===== src/field_pkg.sv =====
// playfield geometry shared by the game RTL, referenced by package-scoped names
`default_nettype none

package field_pkg;

	// obstacle row counter
	localparam int ROW_W = 8;

	// last row before an obstacle wraps back to the top
	localparam int BOTTOM_ROW = 240;

	// fixed row of the player sprite
	localparam int PLAYER_ROW = 190;

	// sprite height, same for player and obstacles
	localparam int SPRITE_H = 50;

	// dice runs 1..ROLL_MAX, one step per clock
	localparam int ROLL_W = 3;
	localparam int ROLL_MAX = 6;

	// this roll leaves the obstacle in its old lane
	localparam int KEEP_ROLL = 5;

endpackage

`default_nettype wire


===== src/game_pkg.sv =====
// game-level types (lanes, game states, obstacle records, lane tables) used across the RTL
`default_nettype none

package game_pkg;

	typedef enum logic [1:0] {
		lane_left,
		lane_middle,
		lane_right
	} lane_t;

	typedef enum logic [1:0] {
		st_idle,
		st_play,
		st_over
	} game_state_t;

	// one falling obstacle
	typedef struct packed {
		lane_t                       lane;
		logic [field_pkg::ROW_W-1:0] row;
	} obstacle_t;

	// respawn lane per roll, entry 0 is roll 1
	typedef lane_t [field_pkg::ROLL_MAX-1:0] lane_map_t;

endpackage

`default_nettype wire


===== src/step_timer.sv =====
// fall-rate divider; pulses tick once every STEP_CYCLES clocks while the game is in play
`default_nettype none

module step_timer #(
	parameter int STEP_CYCLES = 200000
) (
	input  wire                    clock,
	input  wire                    reset,
	input  game_pkg::game_state_t  state,
	output logic                   tick
);

	localparam int CNT_W = (STEP_CYCLES > 1) ? $clog2(STEP_CYCLES) : 1;
	localparam logic [CNT_W-1:0] RELOAD = CNT_W'(STEP_CYCLES - 1);

	logic [CNT_W-1:0] count;
	logic             playing;

	assign playing = (state == game_pkg::st_play);

	always_ff @(posedge clock or posedge reset) begin
		if (reset) begin
			count <= RELOAD;
		end else if (!playing) begin
			count <= RELOAD; // restart the period on every entry into play
		end else if (count == '0) begin
			count <= RELOAD;
		end else begin
			count <= count - 1'b1;
		end
	end

	// high in the last cycle of each period, consumed on the closing edge
	assign tick = playing && (count == '0);

	a_tick_single : assert property (@(posedge clock) disable iff (reset)
		tick |=> !tick)
		else $error("tick held high for two cycles");

endmodule

`default_nettype wire


===== src/lane_control.sv =====
// player lane register; steps one lane toward a released left/right key during play
`default_nettype none

module lane_control (
	input  wire                    clock,
	input  wire                    reset,
	input  wire                    key_left,
	input  wire                    key_right,
	input  game_pkg::game_state_t  state,
	output game_pkg::lane_t        lane
);

	logic key_left_q;
	logic key_right_q;
	logic rel_left;
	logic rel_right;

	// previous key levels, sampled in every state
	always_ff @(posedge clock or posedge reset) begin
		if (reset) begin
			key_left_q  <= 1'b0;
			key_right_q <= 1'b0;
		end else begin
			key_left_q  <= key_left;
			key_right_q <= key_right;
		end
	end

	assign rel_left  = key_left_q && !key_left;
	assign rel_right = key_right_q && !key_right;

	always_ff @(posedge clock or posedge reset) begin
		if (reset) begin
			lane <= game_pkg::lane_middle;
		end else if (state == game_pkg::st_idle) begin
			lane <= game_pkg::lane_middle;
		end else if (state == game_pkg::st_play) begin
			if (rel_left) begin // left wins a joint release
				case (lane)
					game_pkg::lane_right:  lane <= game_pkg::lane_middle;
					default:               lane <= game_pkg::lane_left;
				endcase
			end else if (rel_right) begin
				case (lane)
					game_pkg::lane_left:   lane <= game_pkg::lane_middle;
					default:               lane <= game_pkg::lane_right;
				endcase
			end
		end
	end

	a_lane_legal : assert property (@(posedge clock) disable iff (reset)
		!$isunknown(lane) && (lane inside {game_pkg::lane_left, game_pkg::lane_middle,
			game_pkg::lane_right}))
		else $error("lane left the legal encodings: %b", lane);

endmodule

`default_nettype wire


===== src/obstacle_unit.sv =====
// one falling obstacle with its own dice; respawns at the top in a lane picked from LANE_MAP
`default_nettype none

module obstacle_unit #(
	parameter game_pkg::lane_map_t           LANE_MAP  = '{default: game_pkg::lane_middle},
	parameter logic [field_pkg::ROW_W-1:0]   START_ROW = '0
) (
	input  wire                    clock,
	input  wire                    reset,
	input  game_pkg::game_state_t  state,
	input  wire                    tick,
	output game_pkg::obstacle_t    obst
);

	localparam logic [field_pkg::ROLL_W-1:0] ROLL_FIRST = 1;

	logic [field_pkg::ROLL_W-1:0] roll;
	game_pkg::lane_t              next_lane;

	// free-running dice, 1..ROLL_MAX
	always_ff @(posedge clock or posedge reset) begin
		if (reset) begin
			roll <= ROLL_FIRST;
		end else if (roll == field_pkg::ROLL_MAX) begin
			roll <= ROLL_FIRST;
		end else begin
			roll <= roll + 1'b1;
		end
	end

	always_comb begin
		if (roll == field_pkg::KEEP_ROLL) begin
			next_lane = obst.lane;
		end else begin
			next_lane = LANE_MAP[roll - ROLL_FIRST];
		end
	end

	always_ff @(posedge clock or posedge reset) begin
		if (reset) begin
			obst.row  <= START_ROW;
			obst.lane <= game_pkg::lane_middle;
		end else begin
			case (state)
				game_pkg::st_idle: begin
					obst.row  <= START_ROW;
					obst.lane <= game_pkg::lane_middle;
				end
				game_pkg::st_play: begin
					if (tick) begin
						if (obst.row == field_pkg::BOTTOM_ROW) begin
							obst.row  <= '0; // back to the top
							obst.lane <= next_lane;
						end else begin
							obst.row <= obst.row + 1'b1;
						end
					end
				end
				default: ; // frozen after a hit
			endcase
		end
	end

	a_row_range : assert property (@(posedge clock) disable iff (reset)
		obst.row <= field_pkg::BOTTOM_ROW)
		else $error("obstacle row %0d past bottom", obst.row);

endmodule

`default_nettype wire


===== src/game_fsm.sv =====
// idle/play/over game sequencer; ends play when an obstacle overlaps the player
`default_nettype none

module game_fsm (
	input  wire                    clock,
	input  wire                    reset,
	input  wire                    key_start,
	input  game_pkg::lane_t        lane,
	input  game_pkg::obstacle_t    obst0,
	input  game_pkg::obstacle_t    obst1,
	output game_pkg::game_state_t  state
);

	game_pkg::game_state_t next_state;
	logic                  hit;

	// same lane and vertical spans overlap
	function automatic logic overlap(input game_pkg::obstacle_t o, input game_pkg::lane_t l);
		logic same_lane;
		logic below_top;
		logic above_bottom;
		same_lane    = (o.lane == l);
		below_top    = (int'(o.row) + field_pkg::SPRITE_H) > field_pkg::PLAYER_ROW;
		above_bottom = int'(o.row) < (field_pkg::PLAYER_ROW + field_pkg::SPRITE_H);
		return same_lane && below_top && above_bottom;
	endfunction

	assign hit = overlap(obst0, lane) || overlap(obst1, lane);

	always_comb begin
		next_state = state;
		case (state)
			game_pkg::st_idle: begin
				if (key_start) begin
					next_state = game_pkg::st_play;
				end
			end
			game_pkg::st_play: begin
				if (hit) begin
					next_state = game_pkg::st_over;
				end
			end
			game_pkg::st_over: begin
				if (key_start) begin
					next_state = game_pkg::st_idle;
				end
			end
			default: next_state = game_pkg::st_idle;
		endcase
	end

	always_ff @(posedge clock or posedge reset) begin
		if (reset) begin
			state <= game_pkg::st_idle;
		end else begin
			state <= next_state;
		end
	end

	a_over_from_play : assert property (@(posedge clock) disable iff (reset)
		$rose(state == game_pkg::st_over) |-> $past(state) == game_pkg::st_play)
		else $error("game over entered from a state other than play");

endmodule

`default_nettype wire


===== src/dodge_game.sv =====
// lane-dodging game core: connects sequencer, fall timer, player lane and two obstacles
`default_nettype none

module dodge_game #(
	parameter int                          STEP_CYCLES = 200000,
	parameter game_pkg::lane_map_t         LANE_MAP0   = '{game_pkg::lane_right,
		game_pkg::lane_middle, game_pkg::lane_left, game_pkg::lane_middle,
		game_pkg::lane_right, game_pkg::lane_left},
	parameter game_pkg::lane_map_t         LANE_MAP1   = '{game_pkg::lane_left,
		game_pkg::lane_middle, game_pkg::lane_right, game_pkg::lane_left,
		game_pkg::lane_middle, game_pkg::lane_right},
	parameter logic [field_pkg::ROW_W-1:0] START_ROW0  = 0,
	parameter logic [field_pkg::ROW_W-1:0] START_ROW1  = 120 // keeps the pair apart
) (
	input  wire                    clock,
	input  wire                    reset,
	input  wire                    key_left,
	input  wire                    key_right,
	input  wire                    key_start,
	output game_pkg::game_state_t  state,
	output game_pkg::lane_t        lane,
	output game_pkg::obstacle_t    obst0,
	output game_pkg::obstacle_t    obst1
);

	logic tick; // shared fall step

	game_fsm game_fsm_inst (
		.clock     (clock),
		.reset     (reset),
		.key_start (key_start),
		.lane      (lane),
		.obst0     (obst0),
		.obst1     (obst1),
		.state     (state)
	);

	step_timer #(
		.STEP_CYCLES (STEP_CYCLES)
	) step_timer_inst (
		.clock (clock),
		.reset (reset),
		.state (state),
		.tick  (tick)
	);

	lane_control lane_control_inst (
		.clock     (clock),
		.reset     (reset),
		.key_left  (key_left),
		.key_right (key_right),
		.state     (state),
		.lane      (lane)
	);

	obstacle_unit #(
		.LANE_MAP  (LANE_MAP0),
		.START_ROW (START_ROW0)
	) obstacle0 (
		.clock (clock),
		.reset (reset),
		.state (state),
		.tick  (tick),
		.obst  (obst0)
	);

	obstacle_unit #(
		.LANE_MAP  (LANE_MAP1),
		.START_ROW (START_ROW1)
	) obstacle1 (
		.clock (clock),
		.reset (reset),
		.state (state),
		.tick  (tick),
		.obst  (obst1)
	);

endmodule

`default_nettype wire


===== config.mk =====
export PLATFORM = sky130hd
export DESIGN_NAME = dodge_game
export DESIGN_NICKNAME = d
export VERILOG_FILES = /design/src/field_pkg.sv /design/src/game_pkg.sv /design/src/step_timer.sv /design/src/lane_control.sv /design/src/obstacle_unit.sv /design/src/game_fsm.sv /design/src/dodge_game.sv
export SDC_FILE = /design/constraint.sdc
export NUM_CORES = 1
export LEC_CHECK = 0
export BUFFER_PORTS_ARGS = -buffer_cell sky130_fd_sc_hd__buf_2
export CAP_MARGIN = 20
export CORE_ASPECT_RATIO = 0.8
export CORE_UTILIZATION = 35
export CTS_CLUSTER_SIZE = 28
export DETAILED_ROUTE_END_ITERATION = 6
export GPL_TIMING_DRIVEN = 0
export PLACE_DENSITY = 0.52
export SLEW_MARGIN = 10
export SYNTH_ARGS = -nofsm -noshare
export SYNTH_HDL_FRONTEND = slang
export SYNTH_HIERARCHICAL = 1
export SYNTH_SLANG_ARGS = --single-unit

===== constraint.sdc =====
create_clock -name clock -period 2.85 [get_ports clock]
set_input_delay 0.1425 -clock clock [delete_from_list [all_inputs] [get_ports clock]]
set_output_delay 0.1425 -clock clock [all_outputs]
set_load 0.05 [all_outputs]

==> out/summary.txt <==
Post-route antenna net violation count = 0
Net count of the mapped netlist = 344
Number of I/O port buffers = 28
Clock latency of the later-clocked register in the worst-skew pair = 0.30 ns
TritonCTS clock tree = built
Main combinational cell family by area after synthesis = simple AND/OR/NAND/NOR gates
Classification of the worst-slack hold path = in2reg
Sequential cell area fraction in the yosys report = 40.87%
Fraction of the cycle the final worst path needs = 95.06%
Initial core utilization = 36.49%
Max transition margin = 53.18%
ANT cells = 0
Maximum fanout encountered on the critical timing path = 5
Maximum clock insertion buffer count = 2
Critical path class = reg2reg
Clock Tree Root = clkbuf_8
Outcome = completed
Area inside the core boundary = 8558 um^2
Netlist area before placement = 3123 um^2
Pre-CTS setup slack = -0.5151 ns
Initial antenna violation count = 0
Die Y-Extent = 86.49 um
Count of final setup violators = 0
Final number of hold-violating endpoints = 0
Wire length per cell = 14.25 um
Number of nets in the layout = 388
Worst voltage drop across the vdd grid = 0.1656 mV
Count of flip-flops with a built-in enable after synthesis = 0
Data arrival time of the critical path = 2.95 ns
Post-synthesis compound-gate area fraction = 17.31%
Total overflow reported by the global router = 0
PnR worst setup slack = 0.1408 ns
DRC violations left = 0
Share of final-layout standard cells stronger than drive strength 1 = 24.32%
Most used flip-flop cell after synthesis = dfrtp_1
Post-synthesis share of cell area spent on xor and xnor gates = 5.609%
Count of cell types in the netlist = 63
Vias in the first global route = 2,262
Data required time at the worst endpoint = 3.09 ns
Worst setup EP type = flip-flop
Type of origin of the critical path = flip-flop
Fmax = 369.1 MHz
HPWL Detailed = 4878 um
Count of mapped cells out of synthesis = 325
Number of synthesized register bits = 50
Number of pins exceeding their max-slew limit in the final report = 0
Cell Pwr Density = 349.3 nW/um^2
Total global routing track utilization = 16.24%
Number of ports placed on the die boundary = 29
Number of CTS-inserted buffers = 5
Die ar. = 9307 um^2
Yosys synthesis warning count = 6
Number of detailed-route iterations in the first pass = 4
Clock Skew = 0.01085 ns
Async S/R FF share, synth = 100.0%
Die extent in x = 107.6 um
Setup repair after global routing missed its margin = no
Via density per instance = 5.168
Slew of the pin with the lowest slew margin = 0.7015 ns
Lkg Pwr = 0.001598 uW
Adder-Cell Fraction of Synth Area = 5.609%
Mean post-synth cell area = 9.609 um^2
Maximum number of pins on one net before global-route repair = 20
Register clock-pin slew on the reported worst setup and hold paths = 0.09 ns
Level count of the clock H-tree = 2
Routability-driven placement congestion ratio = 0.7852
Area growth from synthesis to layout = 14.94%
Detailed Route WL = 6868 um
Detailed router's first-iteration violation count = 64
Filler cell count in the final layout = 849
Final Total Pwr = 1254 uW
First-pass GRT wire length = 11,860 um
Floorplan row count = 30
Number of sinks on the clock net = 50
Tmin final = 2.709 ns
Share of synthesized cell area in and, or, nand and nor gates = 24.00%
Number of max-cap violations = 0
Multiplexer fraction of the synthesized cell area = 2.324%
Vias post-DR = 2,491
report_power, final:
| part | internal (uW) | total [uW] | switching, uW | leakage (uW) |
|---|---|---|---|---|
| combinational | 27.6 | 88.1 | 60.5 | 0.000943 |
| sequential | 721 | 737 | 15.7 | 0.000607 |
| clock | 196 | 429 | 232 | 0.0000482 |
| total | 946 | 1250 | 308 | 0.00160 |
state kept, by name, summed over array words and instances (netlist names):
register and cells:
lane_control_inst/key_left_q 1, obstacle0/roll 3, lane_control_inst/key_right_q 1, step_timer_inst/count 18, obstacle0/obst 10, obstacle1/roll 3
game_fsm_inst/state 2, lane_control_inst/lane 2, obstacle1/obst 10
synth_stat cells, types with 4 or more instances:
master | number | area (um^2)
nor3_1 | 7 | 35.03
nor2_1 | 24 | 90.09
ha_1 | 14 | 175.2
a21oi_1 | 17 | 85.08
nand2_1 | 33 | 123.9
o21ai_0 | 18 | 90.09
xnor2_1 | 10 | 87.58
nand4_1 | 8 | 50.05
xor2_1 | 10 | 87.58
nand3b_1 | 7 | 52.55
inv_1 | 25 | 93.84
mux2i_1 | 5 | 50.05
dfrtp_1 | 30 | 750.7
dfstp_2 | 20 | 525.5
a31oi_1 | 4 | 25.02
nand3_1 | 17 | 85.08
routing by layer:
layer / track usage [%] / share of wire, % / vias to the layer above
li1: - / - / 1265
met1: 24.61 / 54 / 1194
met2: 23.83 / 42 / 27
met3: 3.083 / 3.0 / 5
met4: 3.362 / 0.77 / 0
met5: 0 / 0 / -
worst max-delay path, stage by stage, from the launching register on:
cell and delay (ns):
dfrtp_1 0.43, or4_4 0.56, or4_4 0.49, nor4_4 0.14, buf_4 0.18, inv_1 0.06, a21o_1 0.22, or4_1 0.47
nand3_1 0.10
path summary, 6_finish.rpt:
kind | from | endpoint | slack (ns) | cells past startpoint
min in group asynchronous | reset | game_fsm_inst/state[0]$_DFFE_PP0P_ | 0.29 | 3
max | step_timer_inst/count[12]$_DFF_PP0_ | obstacle1/obst[6]$_DFFE_PP1P_ | 0.14 | 8
min | key_start | game_fsm_inst/state[0]$_DFFE_PP0P_ | 0.08 | 3
min reg2reg | step_timer_inst/count[0]$_DFF_PP1_ | step_timer_inst/count[0]$_DFF_PP1_ | 0.47 | 1
max reg2reg | step_timer_inst/count[12]$_DFF_PP0_ | obstacle1/obst[6]$_DFFE_PP1P_ | 0.14 | 8
max in group asynchronous | reset | step_timer_inst/count[7]$_DFF_PP0_ | 1.85 | 3
cell type report:
type,count,area [um^2],area share [%]
well taps,112,140.1,3.904
clock buffers,7,86.33,2.405
multi-input cells,246,1733,48.27
repair buffers,37,215.2,5.995
flip-flops and latches,50,1276,35.55
clock inverters,1,5.005,0.1394
plain buffers,4,40.04,1.115
inverters,25,93.84,2.614
timing repair:
action / in CTS / in global routing
setup buffers: 0 / 6
hold endpoints to repair: 26 / 0
resized for setup: 2 / 3
setup endpoints to repair: 20 / 16
hold buffers: 3 / 0
logic make-up (layout without fill, tap and decap cells):
logic type / Yosys count / in the layout
buffers and inverters: 29 / 74
and+or+nand+nor: 132 / 132
AOI/OAI and AO/OA: 73 / 73
adders and majority gates: 14 / 14
DFF: 50 / 50
xor gates and xnor gates: 20 / 20
muxes: 7 / 7
layout by cell type (no fill, tap or decap), types with 4 or more instances in the layout:
master and instances:
nand2_1 33, dfrtp_1 30, buf_2 28, inv_1 24, nor2_1 24, dfstp_2 20
o21ai_0 18, a21oi_1 17, nand3_1 16, ha_1 14, xnor2_1 10, xor2_1 10
nand4_1 8, nor3_1 7, nand3b_1 7, buf_4 7, clkbuf_8 6, mux2i_1 5
a31oi_1 4
stage by stage:
| step | hold slack [ns] | cell area, um^2 | TNS (ns) | util, % | std cells |
|---|---|---|---|---|---|
| floorplan | -0.1163 | 3123 | 0 | - | 325 |
| global placement | 0.05046 | 3403 | -6.985 | 39.77 | 465 |
| detailed placement | 0.05735 | 3403 | -6.391 | 39.77 | 465 |
| CTS | 0.07068 | 3540 | 0 | 41.36 | 476 |
| global route | 0.1146 | 3590 | 0 | 41.94 | 482 |
| finish | 0.07798 | 3590 | 0 | 41.94 | 482 |
(Power assumes the default switching activity.)
